===== src/source/mf2_pkg.sv =====
package mf2_pkg;

	//////////////////////////////////////////////////
	// Bus and RAM widths
	//////////////////////////////////////////////////

	localparam int addr_w     = 16;
	localparam int data_w     = 8;
	localparam int ram_addr_w = 13;

	// Fetch vectors and the FEE8/FEEA page ports
	localparam logic [addr_w-1:0] nmi_vector     = 16'h0066;
	localparam logic [addr_w-1:0] hide_vector    = 16'h0065;
	localparam logic [addr_w-1:0] page_port_base = 16'hFEE8;

	//////////////////////////////////////////////////
	// Shadow store slots in cartridge RAM
	//////////////////////////////////////////////////

	localparam logic [ram_addr_w-1:0] store_pen_index   = 13'h1FCF;
	localparam logic [ram_addr_w-1:0] store_pen_base    = 13'h1F90;
	localparam logic [ram_addr_w-1:0] store_border      = 13'h1FDF;
	localparam logic [ram_addr_w-1:0] store_mode        = 13'h1FEF;
	localparam logic [ram_addr_w-1:0] store_banking     = 13'h1FFF;
	localparam logic [ram_addr_w-1:0] store_crtc_select = 13'h1CFF;
	localparam logic [ram_addr_w-1:0] store_crtc_base   = 13'h1DB0;
	localparam logic [ram_addr_w-1:0] store_ppi         = 13'h17FF;
	localparam logic [ram_addr_w-1:0] store_rom         = 13'h1AAC;

	// High byte of the I/O address for each shadowed chip
	localparam logic [7:0] port_gate_array  = 8'h7F;
	localparam logic [7:0] port_crtc_select = 8'hBC;
	localparam logic [7:0] port_crtc_data   = 8'hBD;
	localparam logic [7:0] port_ppi         = 8'hF7;
	localparam logic [7:0] port_rom         = 8'hDF;

	//////////////////////////////////////////////////
	// Types
	//////////////////////////////////////////////////

	typedef enum logic [1:0] {mode_enabled, mode_hidden, mode_disabled} mf2_mode_e;

	typedef enum logic [1:0] {io_none, io_page_in, io_page_out, io_store} mf2_io_op_e;

	typedef enum logic [1:0] {st_off, st_nmi_pending, st_paged} mf2_state_e;

endpackage

===== src/source/cpu_bus_if.sv =====
`timescale 1ns/1ns

// CPU side of the expansion bus as the cartridge sees it
interface cpu_bus_if;
	import mf2_pkg::*;

	logic [addr_w-1:0] addr;
	logic [data_w-1:0] dout;
	logic              io_wr;
	logic              mem_wr;
	logic              mem_rd;
	// Opcode fetch cycle
	logic              m1;

	modport decode (
		input addr,
		input dout,
		input io_wr
	);

	modport control (input addr, input m1);

	modport ram (input addr, input dout, input mem_wr, input mem_rd);

endinterface


===== src/source/mf2_control.sv =====
`timescale 1ns/1ns

module mf2_control (
	input  logic                clk_sys,
	input  logic                reset,
	cpu_bus_if.control          bus,
	input  logic                key_nmi,
	input  mf2_pkg::mf2_mode_e  mode,
	input  mf2_pkg::mf2_io_op_e io_op,
	output logic                nmi,
	output logic                paged
);
	import mf2_pkg::*;

	mf2_state_e        state;
	logic              hidden;
	logic              key_nmi_q;
	logic              key_nmi_qq;
	logic              m1_q;
	logic              m1_qq;
	logic [addr_w-1:0] addr_q;
	logic              key_rise;
	logic              fetch_rise;
	logic              nmi_fetch;
	logic              hide_fetch;

	// Sample stage, edges come from the two registered copies
	always_ff @(posedge clk_sys) begin
		addr_q <= bus.addr;
		if (reset) begin
			key_nmi_q  <= 1'b0;
			key_nmi_qq <= 1'b0;
			m1_q       <= 1'b0;
			m1_qq      <= 1'b0;
		end else begin
			key_nmi_q  <= key_nmi;
			key_nmi_qq <= key_nmi_q;
			m1_q       <= bus.m1;
			m1_qq      <= m1_q;
		end
	end

	assign key_rise   = key_nmi_q & ~key_nmi_qq;
	assign fetch_rise = m1_q & ~m1_qq;
	assign nmi_fetch  = fetch_rise && addr_q == nmi_vector;
	assign hide_fetch = fetch_rise && addr_q == hide_vector;

	//////////////////////////////////////////////////
	// Paging FSM
	//////////////////////////////////////////////////

	always_ff @(posedge clk_sys) begin
		if (reset) begin
			state  <= st_off;
			hidden <= mode != mode_enabled;
		end else begin
			case (state)
				st_off: begin
					if (io_op == io_page_in && !hidden)
						state <= st_paged;
					else if (key_rise && mode != mode_disabled)
						state <= st_nmi_pending;
				end
				st_nmi_pending: begin
					// Vector fetch is the CPU taking the NMI
					if (nmi_fetch) begin
						state  <= st_paged;
						hidden <= 1'b0;
					end else if (io_op == io_page_in && !hidden) begin
						state <= st_paged;
					end
				end
				st_paged: begin
					if (hide_fetch)
						hidden <= 1'b1;
					if (io_op == io_page_out)
						state <= st_off;
				end
				default: state <= st_off;
			endcase
		end
	end

	assign nmi   = state == st_nmi_pending;
	assign paged = state == st_paged;

endmodule


===== src/flat_wrapper.sv =====
// flat-port wrapper written by rule: the top's interface ports become plain ports
module mf2_control_flat import mf2_pkg::*;
  (clk_sys, reset, key_nmi, mode, io_op, nmi, paged, bus_addr, bus_m1);
  cpu_bus_if bus_i ();
  input  logic clk_sys;
  input  logic reset;
  input  logic key_nmi;
  input  mf2_pkg::mf2_mode_e mode;
  input  mf2_pkg::mf2_io_op_e io_op;
  output logic nmi;
  output logic paged;
  input wire logic [$bits(bus_i.addr)-1:0] bus_addr;
  input wire logic [$bits(bus_i.m1)-1:0] bus_m1;
  assign bus_i.addr = bus_addr;
  assign bus_i.m1 = bus_m1;
  mf2_control u_core (.clk_sys(clk_sys), .reset(reset), .bus(bus_i), .key_nmi(key_nmi), .mode(mode), .io_op(io_op), .nmi(nmi), .paged(paged));
endmodule

===== config.mk =====
export PLATFORM = sky130hd
export DESIGN_NAME = mf2_control_flat
export DESIGN_NICKNAME = d
export VERILOG_FILES = /design/src/source/mf2_pkg.sv /design/src/source/cpu_bus_if.sv /design/src/source/mf2_control.sv /design/src/flat_wrapper.sv
export SDC_FILE = /design/constraint.sdc
export NUM_CORES = 1
export LEC_CHECK = 0
export ABC_AREA = 1
export BUFFER_PORTS_ARGS = -buffer_cell sky130_fd_sc_hd__buf_2
export CORE_MARGIN = 5
export CORE_UTILIZATION = 35
export CTS_CLUSTER_DIAMETER = 30
export CTS_CLUSTER_SIZE = 16
export DETAILED_ROUTE_END_ITERATION = 6
export HOLD_SLACK_MARGIN = 0.12
export SETUP_SLACK_MARGIN = 0.2
export SLEW_MARGIN = 20
export SYNTH_ARGS = -nofsm -noshare
export SYNTH_HDL_FRONTEND = slang
export SYNTH_SLANG_ARGS = --single-unit

===== constraint.sdc =====
create_clock -name clk_sys -period 2.2 [get_ports clk_sys]
set_input_delay 0.22 -clock clk_sys [delete_from_list [all_inputs] [get_ports clk_sys]]
set_output_delay 0.22 -clock clk_sys [all_outputs]
set_load 0.02 [all_outputs]

; Yosys cells after proc, flatten, opt, wreduce, memory -nomap -nowiden
; Index checks and enable logic that the tools add are counted.
[classes]
n_reduce_logical = 10
bitwise = 4
muxes = 10
n_eq_ne = 12
[op_table]
columns = cell, n
row1 = $eq 16x7->1 const B, 2
row2 = $mux 2, 5
row3 = $ne 3x1->1 const B, 2
row4 = $ne 3x2->1 const B, 2
row5 = $pmux 2 s3, 1
row6 = $reduce_and 3->1, 2
row7 = $eq 2x1->1 const B, 2
row8 = $eq 2x2->1 const B, 2
row9 = $logic_and 1x1->1, 4
row10 = $mux 1, 3
row11 = $reduce_bool 3->1, 1
row12 = $and 1x1->1, 2
row13 = $logic_not 2->1, 1
row14 = $ne 2x1->1 const B, 1
row15 = $ne 2x2->1 const B, 1
row16 = $not 1->1, 2
row17 = $pmux 1 s2, 1
row18 = $reduce_bool 2->1, 1
row19 = $logic_not 1->1, 1
[totals]
output_inout_bits = 2
inputBits = 24
register_bits = 23
wordCells = 43

; Depth between registers and ports, before layout
[depth]
ltp_word = 6
ltp_mapped = 9
mapped_depth_nobuf = 9

; Worst setup path after synthesis
; No wires, ideal clock.
[synth_path]
path_type = register to register
startpoint = register u_core.state[1]
endpoint = register u_core.hidden (enable)
setup_ps = 311
arrival_ps = 904
path_buffers = 0
required_ps = 1889
slack_ps = 985
path_stages_with_launch = 5
period_less_slack_ps = 1215
cell_sequence = dfxtp_1 -> nand2_1 -> inv_1 -> nand3_1 -> o211ai_1
[synth_via]
elab_chain_cells = 3
[synth_lines]
columns = item, line
row1 = start: declaration, mf2_control.sv:15  ; mf2_state_e state;
row2 = start signal: assignment, mf2_control.sv:54  ; state <= st_off;
row3 = start signal: assignment, mf2_control.sv:60  ; state <= st_paged;
row4 = start signal: assignment, mf2_control.sv:62  ; state <= st_nmi_pending;
row5 = $eq 2x2->1 (*), --
row6 = named net paged, flat_wrapper.sv:11  ; output logic paged;
row7 = $ne 3x2->1 (no line) or $reduce_bool 3->1 (tied branches), --
row8 = $reduce_and 3->1 (no line) (*), --
row9 = end signal: assignment, mf2_control.sv:55  ; hidden <= mode != mode_enabled;
row10 = end: declaration, mf2_control.sv:16  ; logic hidden;
; The timed path passes the listed nets; every way through them passes the cells marked *.
; A chain may end at the register's enable or synchronous reset.

; Worst setup path in the final report
[layout_path]
startpoint = register u_core.state[1]
endpoint = output port paged
[layout_via]
elab_chain_cells = 1
[layout_lines]
columns = item, line
row1 = $eq 2x2->1, mf2_control.sv:85  ; assign paged = state == st_paged;
row2 = end: declaration, flat_wrapper.sv:11
; No other way between the ends.

==> results.cfg <==
[yosys]
synth_ff_type = dfxtp_1
synth.most_common_cell = dfxtp_1
ys_top_cells_by_count = dfxtp_1, nor2_1, inv_1, nand2_1, nor2_2
synth_area_leaders = dfxtp_1, nor2_1, inv_1
syn_area_um2 = 787
synth_top_cell_area_share_pct = 56.0
synthCells = 86
yosysTopAreaCell = dfxtp_1
seq_area_frac_synth_pct = 59.8
yosysUniqueCellTypes = 20
yosys_register_bits = 23
ys_warn_count = 0
syn_avg_cell_area_um2 = 9.15
synth_nets = 110
synthArstFlopShare_pct = 0
synth-edff-count = 1

[floorplanning]
rows = 17
io_pins = 26
die_w_um = 57.4
dieArea_mm2 = 0.00330
die_height_um = 57.4
core-area_mm2 = 0.00217
start_util_pct = 36.3

[route]
drtPass1Iterations = 2
routed_wl_mm = 1.36
via_per_inst = 4.06
drt_iter0_drc = 3
drc_errors = 0
ant_nets = 0
dr_total_vias = 654
avgRoutedWirePerCell_um = 8.44

[power]
leakage_nw = 0.546
total_power_w = 0.000920
power_density_mw_per_mm2 = 795
ir_worst_vdd_mv = 0.524

[grt]
grt_usage_pct = 9.59
antenna_found_initial = 0
grt_pass1_vias = 634
grt_max_degree = 15
grt.overflow.total = 0
grt_pass1_wl_mm = 2.40

[clocking]
htree_num_levels = 1
clk_latency_ns = 0.30
cts.sinks = 23
ctsHoldBuffers = 18
clk_pin_slew_ns = 0.12
numCtsBuffers = 3
post_cts_buffers = 0
cts_resized = 0
clockBufferDepth = 2
cts_tree = done
clockRootBuffer = clkbuf_4

[worst_setup_path]
crit_arrival_ns = 1.09
crit_fanout = 4
startpoint_type = register
r2r_setup_slack_ns = 1.03
path_class = reg2out
cp.required_ns = 1.98
end_kind = output pin

[cells_and_area]
layout-drive-gt1-share_pct = 35.3
antennaDiodeCount = 0
syn2layout_area_growth_pct = 46.9
nets = 158

[sta]
finalSetupViolCount = 0
fin_crit_ns = 1.31
hold_violations = 0
tightest_slew_ns = 0.181
fin_crit_sh_pct = 59.4
rsz0062_at_grt = false
fin_tns_setup_ns = 0
relSlewSlack_pct = 87.9
finalMaxSlewViolations = 0
max_freq_mhz = 766
finalClockSkew_ns = 0.00703

[worst_hold_path]
min_path_type = in2reg

[placed_design]
finalWeightedCongestion = 0.731
dp_hpwl_um = 952
port_buffers = 25

[run]
cap_violations = 0

[run_status]
run_status = finished clean
==> placed cells by master, fill, tap and decap left out <==
master and instances:
nand4_1 1, dfxtp_1 22, nor2_2 5, a31oi_1 1, o21bai_1 1, nand3_1 1, edfxtp_1 1, nor2_1 12
nor2_4 3, inv_2 4, inv_1 11, nand3_2 2, o21ai_1 1, clkinv_1 1, a21oi_1 2, buf_2 25
nand2_2 3, a21oi_2 1, dlygate4sd3_1 18, clkbuf_4 3, o21ai_0 2, inv_4 1, o211ai_1 1, nand2_1 11
==> per-stage QoR <==
step / cell area, um^2 / std cells / utilization (%) / hold slack (ns) / setup slack (ns)
global placement: 947 / 139 / 43.7 / 0.322 / 1.06
detailed placement: 947 / 139 / 43.7 / 0.324 / 1.04
global route: 1160 / 161 / 53.3 / 0.144 / 0.805
floorplan: 787 / 86 / - / 0.248 / 0.985
finish: 1160 / 161 / 53.3 / 0.146 / 0.894
CTS: 1160 / 161 / 53.3 / 0.139 / 0.860
==> worst paths after layout <==
path,start,to,depth (start not counted)
max,u_core.state[1],paged,3
min,reset,u_core.m1_q,2
max reg2reg,u_core.addr_q[13],u_core.hidden,5
min reg2reg,u_core.key_nmi_q,u_core.key_nmi_qq,2
==> state kept, by name, summed over array words and instances, names as in the netlist <==
| name | count |
|---|---|
| u_core.state | 2 |
| u_core.m1_qq | 1 |
| u_core.addr_q | 16 |
| u_core.key_nmi_q | 1 |
| u_core.m1_q | 1 |
| u_core.hidden | 1 |
| u_core.key_nmi_qq | 1 |
==> worst max-delay path: stages (launching register included) <==
cell     delay [ns]
dfxtp_1        0.41
nand2_1        0.12
inv_1          0.08
buf_2          0.16
==> cell families after synthesis <==
family                 after synthesis  share of synthesized area, %
AO/OA/AOI/OAI                        9                          7.00
buffers and inverters               16                          7.63
flip-flops                          23                          59.8
AND/OR/NAND/NOR                     38                          25.6
==> layer usage <==
layer	global-route usage (%)	part of all wire, %	vias up
met5	0	0	-
met4	5.96	0.59	0
met3	3.17	6.3	2
met2	17.7	54	16
met1	8.89	39	281
li1	-	-	355
==> report_power, final <==
group          leakage [nW]  total [W]  switching, W  internal (W)
Combinational         0.333   0.000253      0.000141      0.000112
Clock                0.0183   0.000188      0.000118     0.0000704
Sequential            0.195   0.000478     0.0000211      0.000457
==> final cells by class <==
class	instances	area (um^2)
sequential	23	470
inverter	16	60.1
fill	214	1010
multi-input combinational	47	256
clock buffer	3	22.5
tap	28	35.0
timing repair buffer	43	305
clock inverter	1	6.26
(Power assumes the default switching activity.)
