[config.mk]
export PLATFORM = sky130hd
export DESIGN_NAME = mf2_io_decode_flat
export DESIGN_NICKNAME = d
export VERILOG_FILES = /design/src/source/mf2_pkg.sv /design/src/source/cpu_bus_if.sv /design/src/source/mf2_io_decode.sv /design/src/flat_wrapper.sv
export SDC_FILE = /design/constraint.sdc
export NUM_CORES = 1
export LEC_CHECK = 0
export ABC_AREA = 1
export BUFFER_PORTS_ARGS = -buffer_cell sky130_fd_sc_hd__buf_2
export CELL_PAD_IN_SITES_DETAIL_PLACEMENT = 0
export CELL_PAD_IN_SITES_GLOBAL_PLACEMENT = 1
export CORE_MARGIN = 8
export CORE_UTILIZATION = 33
export CTS_CLUSTER_SIZE = 20
export DETAILED_ROUTE_END_ITERATION = 16
export PLACE_DENSITY_LB_ADDON = 0.1
export SYNTH_ARGS = -nofsm -noshare
export SYNTH_HDL_FRONTEND = slang
export SYNTH_SLANG_ARGS = --single-unit
export TNS_END_PERCENT = 10
[constraint.sdc]
create_clock -name clk_sys -period 1.7 [get_ports clk_sys]
set_input_delay 0 -clock clk_sys [delete_from_list [all_inputs] [get_ports clk_sys]]
set_output_delay 0 -clock clk_sys [all_outputs]
set_load 0.01 [all_outputs]
[src/source/mf2_pkg.sv]
package mf2_pkg;

	//////////////////////////////////////////////////
	// Bus and RAM widths
	//////////////////////////////////////////////////

	localparam int addr_w     = 16;
	localparam int data_w     = 8;
	localparam int ram_addr_w = 13;

	// Fetch vectors and the FEE8/FEEA page ports
	localparam logic [addr_w-1:0] nmi_vector     = 16'h0066;
	localparam logic [addr_w-1:0] hide_vector    = 16'h0065;
	localparam logic [addr_w-1:0] page_port_base = 16'hFEE8;

	//////////////////////////////////////////////////
	// Shadow store slots in cartridge RAM
	//////////////////////////////////////////////////

	localparam logic [ram_addr_w-1:0] store_pen_index   = 13'h1FCF;
	localparam logic [ram_addr_w-1:0] store_pen_base    = 13'h1F90;
	localparam logic [ram_addr_w-1:0] store_border      = 13'h1FDF;
	localparam logic [ram_addr_w-1:0] store_mode        = 13'h1FEF;
	localparam logic [ram_addr_w-1:0] store_banking     = 13'h1FFF;
	localparam logic [ram_addr_w-1:0] store_crtc_select = 13'h1CFF;
	localparam logic [ram_addr_w-1:0] store_crtc_base   = 13'h1DB0;
	localparam logic [ram_addr_w-1:0] store_ppi         = 13'h17FF;
	localparam logic [ram_addr_w-1:0] store_rom         = 13'h1AAC;

	// High byte of the I/O address for each shadowed chip
	localparam logic [7:0] port_gate_array  = 8'h7F;
	localparam logic [7:0] port_crtc_select = 8'hBC;
	localparam logic [7:0] port_crtc_data   = 8'hBD;
	localparam logic [7:0] port_ppi         = 8'hF7;
	localparam logic [7:0] port_rom         = 8'hDF;

	//////////////////////////////////////////////////
	// Types
	//////////////////////////////////////////////////

	typedef enum logic [1:0] {mode_enabled, mode_hidden, mode_disabled} mf2_mode_e;

	typedef enum logic [1:0] {io_none, io_page_in, io_page_out, io_store} mf2_io_op_e;

	typedef enum logic [1:0] {st_off, st_nmi_pending, st_paged} mf2_state_e;

endpackage
[src/source/cpu_bus_if.sv]
`timescale 1ns/1ns

// CPU side of the expansion bus as the cartridge sees it
interface cpu_bus_if;
	import mf2_pkg::*;

	logic [addr_w-1:0] addr;
	logic [data_w-1:0] dout;
	logic              io_wr;
	logic              mem_wr;
	logic              mem_rd;
	// Opcode fetch cycle
	logic              m1;

	modport decode (
		input addr,
		input dout,
		input io_wr
	);

	modport control (input addr, input m1);

	modport ram (input addr, input dout, input mem_wr, input mem_rd);

endinterface

[src/source/mf2_io_decode.sv]
`timescale 1ns/1ns

module mf2_io_decode (
	input  logic                           clk_sys,
	input  logic                           reset,
	cpu_bus_if.decode                      bus,
	output mf2_pkg::mf2_io_op_e            io_op,
	output logic [mf2_pkg::ram_addr_w-1:0] store_addr
);
	import mf2_pkg::*;

	logic                  io_wr_q;
	logic                  io_wr_rise;
	logic [7:0]            port_hi;
	logic [1:0]            ga_func;
	logic                  page_hit;
	logic                  store_hit;
	logic [ram_addr_w-1:0] store_next;
	// Last pen selected on the gate array, bit 4 picks the border
	logic [4:0]            pen_index;
	// Last CRTC register number written to BC
	logic [3:0]            crtc_reg;

	assign io_wr_rise = bus.io_wr & ~io_wr_q;
	assign port_hi    = bus.addr[addr_w-1:addr_w-8];
	assign ga_func    = bus.dout[7:6];
	assign page_hit   = bus.addr[addr_w-1:2] == page_port_base[addr_w-1:2];

	//////////////////////////////////////////////////
	// Store address table
	//////////////////////////////////////////////////

	always_comb begin
		store_hit  = 1'b1;
		store_next = '0;
		case (port_hi)
			port_gate_array: begin
				// Gate array function is in the top two data bits
				case (ga_func)
					2'b00: store_next = store_pen_index;
					2'b01: begin
						if (pen_index[4])
							store_next = store_border;
						else
							store_next = {store_pen_base[ram_addr_w-1:4], pen_index[3:0]};
					end
					2'b10: store_next = store_mode;
					default: store_next = store_banking;
				endcase
			end
			port_crtc_select: store_next = store_crtc_select;
			port_crtc_data:   store_next = {store_crtc_base[ram_addr_w-1:4], crtc_reg};
			port_ppi:         store_next = store_ppi;
			port_rom:         store_next = store_rom;
			default:          store_hit = 1'b0;
		endcase
	end

	//////////////////////////////////////////////////
	// One op per io_wr rising edge
	//////////////////////////////////////////////////

	always_ff @(posedge clk_sys) begin
		if (reset) begin
			io_wr_q <= 1'b0;
			io_op   <= io_none;
		end else begin
			io_wr_q <= bus.io_wr;
			io_op   <= io_none;
			if (io_wr_rise) begin
				if (page_hit)
					io_op <= bus.addr[1] ? io_page_out : io_page_in;
				else if (store_hit)
					io_op <= io_store;
			end
		end
	end

	always_ff @(posedge clk_sys) begin
		store_addr <= store_next;
		if (io_wr_rise) begin
			if (port_hi == port_gate_array && ga_func == 2'b00)
				pen_index <= bus.dout[4:0];
			if (port_hi == port_crtc_select)
				crtc_reg <= bus.dout[3:0];
		end
	end

endmodule

[src/flat_wrapper.sv]
// flat-port wrapper written by rule: the top's interface ports become plain ports
module mf2_io_decode_flat import mf2_pkg::*;
  (clk_sys, reset, io_op, store_addr, bus_addr, bus_dout, bus_io_wr);
  cpu_bus_if bus_i ();
  input  logic clk_sys;
  input  logic reset;
  output mf2_pkg::mf2_io_op_e io_op;
  output logic [mf2_pkg::ram_addr_w-1:0] store_addr;
  input wire logic [$bits(bus_i.addr)-1:0] bus_addr;
  input wire logic [$bits(bus_i.dout)-1:0] bus_dout;
  input wire logic [$bits(bus_i.io_wr)-1:0] bus_io_wr;
  assign bus_i.addr = bus_addr;
  assign bus_i.dout = bus_dout;
  assign bus_i.io_wr = bus_io_wr;
  mf2_io_decode u_core (.clk_sys(clk_sys), .reset(reset), .bus(bus_i), .io_op(io_op), .store_addr(store_addr));
endmodule
Yosys cells after proc, flatten, opt, wreduce, memory -nomap -nowiden
Index checks and enable logic that the tools add are counted.
Storage, ports and cells
  input bits: 27
  logic and storage cells: 29
  bits in registers: 25
Cells by class
  eq/ne operators: 8
  reductions and logical operators: 6
  bitwise operators: 3
  mux-type cells: 7
Operators by type and width (count)
  13-bit case mux with 5 select lines: 1
  13-bit case mux with 3 select lines: 1
  8-bit equality test, second input constant: 4
  14-bit equality test, second input constant: 1
  8-bit by 7-bit equality test with 1-bit output, second input constant: 1
  7-bit two-way mux: 1
  2-bit two-way mux: 3
  5-bit OR reduction: 1
  2-bit AND reduction: 2
  2-bit by 1-bit equality test with 1-bit output, second input constant: 1
  2-bit equality test, second input constant: 1
  2-bit logical NOT: 1
  1-bit NOT: 2
  2-bit OR reduction: 1
  1-bit bitwise AND: 1
  1-bit logical AND: 1
  1-bit two-way mux: 1

Longest topological paths before layout
Gate-level depths: netlist of the first run.
  word-level depth: 5
  mapped depth: 7
  gate-level depth less buffers: 7

Least setup slack after synthesis of the first run
No wires, ideal clock.
  path type: register to register
  start: reg u_core.io_wr_q
  end: reg u_core.pen_index[0] (enable)
  setup time: 369 ps
  path slack: 328 ps
  buffers on the path: 0
  stages on the path, launching flop included: 3
  clock period less this slack: 1372 ps
  data arrival time: 1003 ps
  cells stage by stage: dfxtp_1 > or2_2 > nor4_2
On the way
  word-level cells in the longest chain between the ends: 3
RTL lines
  start, declared: line mf2_io_decode.sv:12  | logic io_wr_q;
  start signal, assigned: line mf2_io_decode.sv:68  | io_wr_q <= bus.io_wr;
  1-bit NOT: line mf2_io_decode.sv:24  | assign io_wr_rise = bus.io_wr & ~io_wr_q;
  1-bit bitwise AND: line mf2_io_decode.sv:24
  2-bit AND reduction (no source line)
  end signal, assigned: line mf2_io_decode.sv:83  | pen_index <= bus.dout[4:0];
  end, declared: line mf2_io_decode.sv:20  | logic [4:0] pen_index;
No other way between the ends.
A chain may end at the register's enable or synchronous reset.

Worst setup path after layout of the first run
  start: reg u_core.io_wr_q
  end: reg u_core.pen_index[4] (enable)
The elaborated chain is that of the path after synthesis.

==> summary.txt, run 1 <==
Timing
  • Final setup vio count: 0
  • Worst hold slack: 47.9 ps
  • Setup TNS: 0 ps
  • F_max: 772 MHz
  • Final Max Tran Viols: 0
  • Worst Tran Pin Value: 337 ps
  • Fin crit share: 0.762
  • Tmin final: 1300 ps
  • Slew HR: 0.775
  • Final setup skew: 3.89 ps
  • PnR worst setup slack: 404 ps
  • RSZ-0062 raised after global routing: false
  • Final hold vios: 0

Layout
  • Diode count: 0
  • Fraction of layout cells with a size suffix above 1: 0.381
  • Final core utilization: 0.455
  • Max reg flops: 12
  • Final Non-Filler Cells: 188
  • Fin nets: 183
  • Layout area overhead: 35.5%
  • Multi-input logic area: 374 um2
  • Seq. cell area: 571 um2
  • Fillcell total: 301

Worst setup path
  • CP endpoint: u_core.pen_index[4]
  • Worst Reg2Reg Path Length in Cells: 3
  • CP Launch Point: u_core.io_wr_q
  • Crit Path Max Fanout: 5
  • Worst setup SP type: register
  • Crit path DAT: 1330 ps
  • Reg2Reg Launch Point: u_core.io_wr_q
  • Setup CP Type: register to register
  • Slack of the worst reg-to-reg path: 400 ps
  • Critical Path RT: 1730 ps
  • Worst reg2reg path endpoint: u_core.pen_index[4]
  • Endpoint class of the critical path: register

Detailed routing
  • Starting DRT DRC Count: 25
  • Vias: 839
  • Residual DRC: 0
  • Initial DRT Pass Iterations: 4
  • Vias per cell: 4.46
  • Final wirelength: 2.23 mm
  • WL/cell: 11.9 um
  • Post-route ant nets: 0

Yosys
  • Post-Syn Area per Cell: 9.72 um2
  • Yosys warns: 0
  • Synth Area in XOR/XNOR: 0
  • Compound-cell area share of the yosys netlist: 0.0200
  • Netlist cell types: 20
  • Gate Count Post-Synth: 103
  • Portion of netlist area occupied by mux cells: 0
  • Post-synthesis adder-cell area fraction: 0
  • Syn_nets: 130
  • Area share of and/or/nand/nor cells after synthesis: 0.354
  • FF+latch count, synth: 24
  • Cell area after synthesis: 1000 um2
  • Seq/Total Area, Yosys: 0.570
  • Largest family of logic cells by synthesized area: simple AND/OR/NAND/NOR gates

Place
  • GP Congestion: 0.656
  • HPWL Detailed: 1.78 mm
  • Cells after DPL: 174
  • Place WS: 413 ps
  • Number of port buffers: 39

Min path
  • Worst hold path class: input pin to register
  • HP Start: bus_addr[8]

Clock network
  • CTS tree: built
  • Post-CTS sizing: 0
  • Num CTS Buffers: 3
  • Post-CTS Setup Bufs: 0
  • Later-pin clock latency in the skew report: 300 ps
  • CTS clock-pin slew for the worst setup and hold paths: 120 ps
  • H-tree levels: 1
  • Maximum clock insertion buffer count: 2
  • Root Buffer: clkbuf_4
  • Cts hold-fix bufs: 10
  • Clock Sinks: 24

GRT
  • GRT overflow: 0
  • Largest net degree at the start of global routing: 14
  • First-pass GRT wire length: 3.83 mm
  • Vias in the first global route: 832
  • Initial antenna violation count: 0
  • Gr usage total: 0.0958

Die
  • Die height: 71.1 um
  • Die ar.: 5050 um2
  • Die width: 71.1 um
  • Core footprint: 2980 um2
  • Top Ports: 42
  • FP Rows: 20
  • Initial Utilization: 0.336

Power
  • Pwr/cell area: 690 nW/um2
  • Leakage: 0.000689 uW
  • Sequential share of power: 0.642
  • Sw Pwr: 201 uW
  • Comb pwr share: 0.106
  • Worst VDD drop: 0.346 mV
  • Int Power: 735 uW
  • Sw Share: 0.215
  • Clock share of power: 0.252

Job
  • Max cap viols: 0

Status
  • Outcome: complete, no violations
[worst min-delay path by stage]
stage                           end  slack (ps)  cells after the start
3_5_place_dp         u_core.io_wr_q         180                      2
2_1_floorplan        u_core.io_wr_q          70                      1
6_report       u_core.store_addr[8]          50                      3
5_1_grt        u_core.store_addr[8]          70                      3
4_1_cts        u_core.store_addr[8]          30                      3
3_3_place_gp    u_core.pen_index[4]         180                      1
[Yosys cell counts]
master    number  area share
buf_4          2       0.015
dfxtp_1       15        0.30
edfxtp_1       9        0.27
inv_1         10       0.038
inv_2          1      0.0037
nand2_1       17       0.064
nand2_2        4       0.025
nand2_4        2       0.022
nand3_1        9       0.045
nand4_1       10       0.063
nand4_2        1       0.012
nor2_1        10       0.038
nor2_2         4       0.025
nor2_4         1       0.011
nor2_8         1       0.020
nor3_1         2       0.010
nor4_2         1       0.012
o21ai_0        1      0.0050
o21bai_1       2       0.015
or2_2          1      0.0063
[final cells by class]
| cell class | instances | area share |
|---|---|---|
| clock inverters | 1 | 0.00277 |
| inverters | 11 | 0.0304 |
| flip-flops and latches | 24 | 0.421 |
| clock buffers | 3 | 0.0166 |
| repair buffers | 50 | 0.223 |
| multi-input cells | 66 | 0.276 |
| well taps | 33 | 0.0304 |
[power groups by stage]
| stage | Combinational (uW) | Clock (uW) | Sequential (uW) |
|---|---|---|---|
| floorplan | 37.3 | 0 | 616 |
| global placement | 80.3 | 0 | 614 |
| detailed placement | 82.6 | 0 | 614 |
| CTS | 100 | 254 | 601 |
| global route | 110 | 283 | 602 |
| finish | 99.2 | 236 | 601 |
[kinds of logic (layout without fill, tap and decap cells)]
logic type / Yosys count / after routing
DFF: 24 / 24
AOI/OAI and AO/OA: 3 / 3
buffers and inverters: 13 / 65
and+or+nand+nor: 63 / 63
[worst max-delay path, cell delays in order, from the launching register on]
cell     delay (ps)
dfxtp_1         310
or2_2           320
nor4_2          210
buf_4           180
[metal layers]
metal,share of wire,global-route usage,routed length [um],vias to the layer above
met2,0.52,0.163,1150,23
met3,0.090,0.0508,200,2
met5,0,0,0,-
met4,0.0067,0.0416,15,0
met1,0.39,0.0950,863,363
li1,-,-,-,451
[stage by stage]
stage | total power, uW | cell area, um2
finish | 936 | 1360
global route | 995 | 1360
global placement | 694 | 1230
CTS | 956 | 1360
detailed placement | 697 | 1230
floorplan | 654 | 1000
[cell usage in the layout, fill, tap and decap left out]
cell type / synthesis / final
buf_2: 0 / 39
buf_4: 2 / 1
clkbuf_4: 0 / 3
clkinv_1: 0 / 1
dfxtp_1: 15 / 15
dlygate4sd3_1: 0 / 10
edfxtp_1: 9 / 9
inv_1: 10 / 10
inv_2: 1 / 1
nand2_1: 17 / 17
nand2_2: 4 / 4
nand2_4: 2 / 2
nand3_1: 9 / 9
nand4_1: 10 / 10
nand4_2: 1 / 1
nor2_1: 10 / 10
nor2_2: 4 / 4
nor2_4: 1 / 1
nor2_8: 1 / 1
nor3_1: 2 / 2
nor4_2: 1 / 1
o21ai_0: 1 / 1
o21bai_1: 2 / 2
or2_2: 1 / 1
No activity file was read; power rests on OpenSTA's default activity.
==> run 2, diff against run 1 <==
Settings changed: ABC_AREA 1 to 0, CORE_UTILIZATION 33 to 31.
Clock period 1.7 ns to 1.1 ns, I/O delays scaled along.
==> summary.txt, run 2 <==
Status
  • Outcome: finished, violations left (was complete, no violations)
  • Violated checks: setup timing

Detailed routing
  • Starting DRT DRC Count: 69 (was 25)
  • Vias: 929 (was 839)
  • Initial DRT Pass Iterations: 4 (unchanged)
  • WL/cell: 12.5 um (was 11.9 um)
  • Vias per cell: 4.44 (was 4.46)
  • Residual DRC: 0 (unchanged)
  • Final wirelength: 2.61 mm (was 2.23 mm)
  • Post-route ant nets: 0 (unchanged)

Die
  • Initial Utilization: 0.315 (was 0.336)
  • Die width: 73.6 um (was 71.1 um)
  • Die height: 73.6 um (was 71.1 um)
  • Die ar.: 5410 um2 (was 5050 um2)
  • Top Ports: 42 (unchanged)
  • Core footprint: 3260 um2 (was 2980 um2)
  • FP Rows: 21 (was 20)

Worst setup path
  • Crit path DAT: 1430 ps (was 1330 ps)
  • Crit-path max cell delay: 410 ps (was 320 ps)
  • Critical Path RT: 1310 ps (was 1730 ps)
  • Buffers and inverters on the worst path: 1 (unchanged)
  • Worst path cell trace: nor3b_2 -> buf_4 -> nand2b_1 -> a221o_2 (was or2_2 -> nor4_2 -> buf_4)
  • Crit-path leading delay family: flip-flops (was simple AND/OR/NAND/NOR gates)
  • Worst setup SP type: register (unchanged)
  • Slowest-stage cell, CP: edfxtp_1 (was or2_2)
  • Setup CP Type: register to register (unchanged)
  • Crit Path Max Fanout: 5 (unchanged)
  • Endpoint class of the critical path: register (unchanged)

Clock network
  • Root Buffer: clkbuf_4 (unchanged)
  • CTS tree: built (unchanged)
  • Later-pin clock latency in the skew report: 320 ps (was 300 ps)
  • Clock Sinks: 24 (unchanged)
  • Post-CTS Setup Bufs: 0 (unchanged)
  • Maximum clock insertion buffer count: 2 (unchanged)
  • Num CTS Buffers: 3 (unchanged)
  • CTS clock-pin slew for the worst setup and hold paths: 150 ps (was 120 ps)
  • H-tree levels: 1 (unchanged)

Timing
  • Setup TNS: -539 ps (was 0 ps)
  • PnR worst setup slack: -122 ps (was 404 ps)
  • Final hold vios: 0 (unchanged)
  • Fin crit share: 1.11 (was 0.762)
  • Final Max Tran Viols: 0 (unchanged)
  • Worst hold slack: 38.0 ps (was 47.9 ps)
  • F_max: 819 MHz (was 772 MHz)
  • Worst Tran Pin Value: 365 ps (was 337 ps)
  • Final setup vio count: 9 (was 0)
  • Slew HR: 0.756 (was 0.775)
  • RSZ-0062 raised after global routing: true (was false)
  • Tmin final: 1220 ps (was 1300 ps)
  • Final setup skew: 15.6 ps (was 3.89 ps)

Power
  • Pwr Total: 1810 uW (was 936 uW)
  • Sw Pwr: 383 uW (was 201 uW)
  • Sequential share of power: 0.514 (was 0.642)
  • Sw Share: 0.212 (was 0.215)
  • Leakage: 0.000731 uW (was 0.000689 uW)
  • Comb pwr share: 0.129 (was 0.106)
  • Clock share of power: 0.357 (was 0.252)
  • Pwr/cell area: 1110 nW/um2 (was 690 nW/um2)
  • Worst VDD drop: 0.461 mV (was 0.346 mV)
  • Int Power: 1420 uW (was 735 uW)

GRT
  • Gr usage total: 0.103 (was 0.0958)
  • First-pass GRT wire length: 4.31 mm (was 3.83 mm)
  • Vias in the first global route: 953 (was 832)
  • Largest net degree at the start of global routing: 15 (was 14)
  • GRT overflow: 0 (unchanged)
  • Initial antenna violation count: 0 (unchanged)

Layout
  • Diode count: 0 (unchanged)
  • Most frequent cells in the layout: buf_2 (39), buf_4 (20), dfxtp_1 (15) (was buf_2 (39), nand2_1 (17), dfxtp_1 (15))
  • Max reg flops: 12 (unchanged)
  • Fraction of layout cells with a size suffix above 1: 0.509 (was 0.381)
  • Fin nets: 191 (was 183)
  • Layout area overhead: 59.0% (was 35.5%)
  • Most common cell after layout, fill and taps aside: buf_2 (unchanged)
  • Final Non-Filler Cells: 209 (was 188)
  • Final core utilization: 0.501 (was 0.455)

Yosys
  • Synth area leaders: dfxtp_1 (29%), edfxtp_1 (26%), nand2b_1 (4.3%) (was dfxtp_1 (30%), edfxtp_1 (27%), nand2_1 (6.4%))
  • Count leader, synth: dfxtp_1 (was nand2_1)
  • Number of synthesized flops with an enable pin: 9 (unchanged)
  • Gate Count Post-Synth: 91 (was 103)
  • Post-synth top area share: 0.292 (was 0.300)
  • Largest area contributor in the netlist: dfxtp_1 (unchanged)
  • Top_reg_cell synth: dfxtp_1 (unchanged)
  • Yosys warns: 0 (unchanged)
  • Post-Syn Area per Cell: 11.3 um2 (was 9.72 um2)
  • Seq/Total Area, Yosys: 0.555 (was 0.570)
  • Syn_nets: 118 (was 130)
  • Netlist cell types: 39 (was 20)
  • FF+latch count, synth: 24 (unchanged)
  • Cell area after synthesis: 1030 um2 (was 1000 um2)
  • Top cells by count, synth: dfxtp_1 (15), edfxtp_1 (9), nand2_1 (7), nand2b_1 (7), nor2_1 (5) (was nand2_1 (17), dfxtp_1 (15), inv_1 (10), nand4_1 (10), nor2_1 (10))
  • Synth async-reset ratio: 0 (unchanged)

Job
  • Max cap viols: 0 (unchanged)

Place
  • GP Congestion: 0.748 (was 0.656)
  • HPWL Detailed: 2.05 mm (was 1.78 mm)
  • Cells after DPL: 195 (was 174)
  • Number of port buffers: 39 (unchanged)

Min path
  • Worst hold path class: input pin to register (unchanged)
[run 2: cell types whose count changed after synthesis, sizes merged, moves of 4 or more]
cell	delta
nand2	-16
nor2	-10
nand4	-9
inv	-7
nand2b	+7
nand3	-5
a221o	+4
[run 2: cell type report]
cell class,instances,area [um2]
fill,322,1630
clock buffer,3,22.5
tap,46,57.6
multi-input combinational,60,469
clock inverter,1,30.0
inverter,4,15.0
timing repair buffer,71,468
sequential,24,571
[run 2: cell families after synthesis]
group,count (synthesis),share of synthesized area
flip-flops,24,0.555
AND/OR/NAND/NOR,42,0.267
buffers and inverters,7,0.0341
AO/OA/AOI/OAI,18,0.144
[run 2: power groups by stage]
| stage | Clock, uW | Sequential (uW) | Combinational (uW) |
|---|---|---|---|
| after global routing | 704 | 930 | 256 |
| after floorplan | 0 | 952 | 64.3 |
| after detailed placement | 0 | 949 | 193 |
| after global placement | 0 | 948 | 190 |
| final | 645 | 929 | 232 |
| after CTS | 672 | 929 | 228 |
[run 2: what timing repair did]
action                                  4_1_cts  5_1_grt
hold buffers                                 10        0
endpoints found under the setup margin       15       15
pin swaps                                     6        3
gates resized for setup                       4        6
endpoints found under the hold margin        14        0
[run 2: final timing paths]
path	start	endpoint	slack, ps	cells past startpoint
setup reg to reg	u_core.pen_index[4]	u_core.store_addr[0]	-120	4
hold / removal	bus_dout[6]	u_core.pen_index[4]	40	2
hold reg to reg	u_core.crtc_reg[3]	u_core.store_addr[3]	510	1
setup / recovery	u_core.pen_index[4]	u_core.store_addr[0]	-120	4
[run 2: stage by stage]
step | setup slack, ps | instance area [um2]
after CTS | -126 | 1610
after floorplan | -228 | 1040
after global routing | -175 | 1630
after detailed placement | -261 | 1430
final | -122 | 1630
after global placement | -242 | 1430
[run 2: worst register-to-register path, stage by stage, from the launching register on]
cell and delay [ps]:
edfxtp_1 410, nor3b_2 160, buf_4 150, nand2b_1 60
a221o_2 330
[run 2: routing by layer]
metal | vias to the layer above | part of all wire | track usage
li1 | 484 | - | -
met1 | 418 | 0.47 | 0.126
met2 | 25 | 0.46 | 0.160
met3 | 2 | 0.061 | 0.0286
met4 | 0 | 0.0073 | 0.0466
met5 | - | 0 | 0
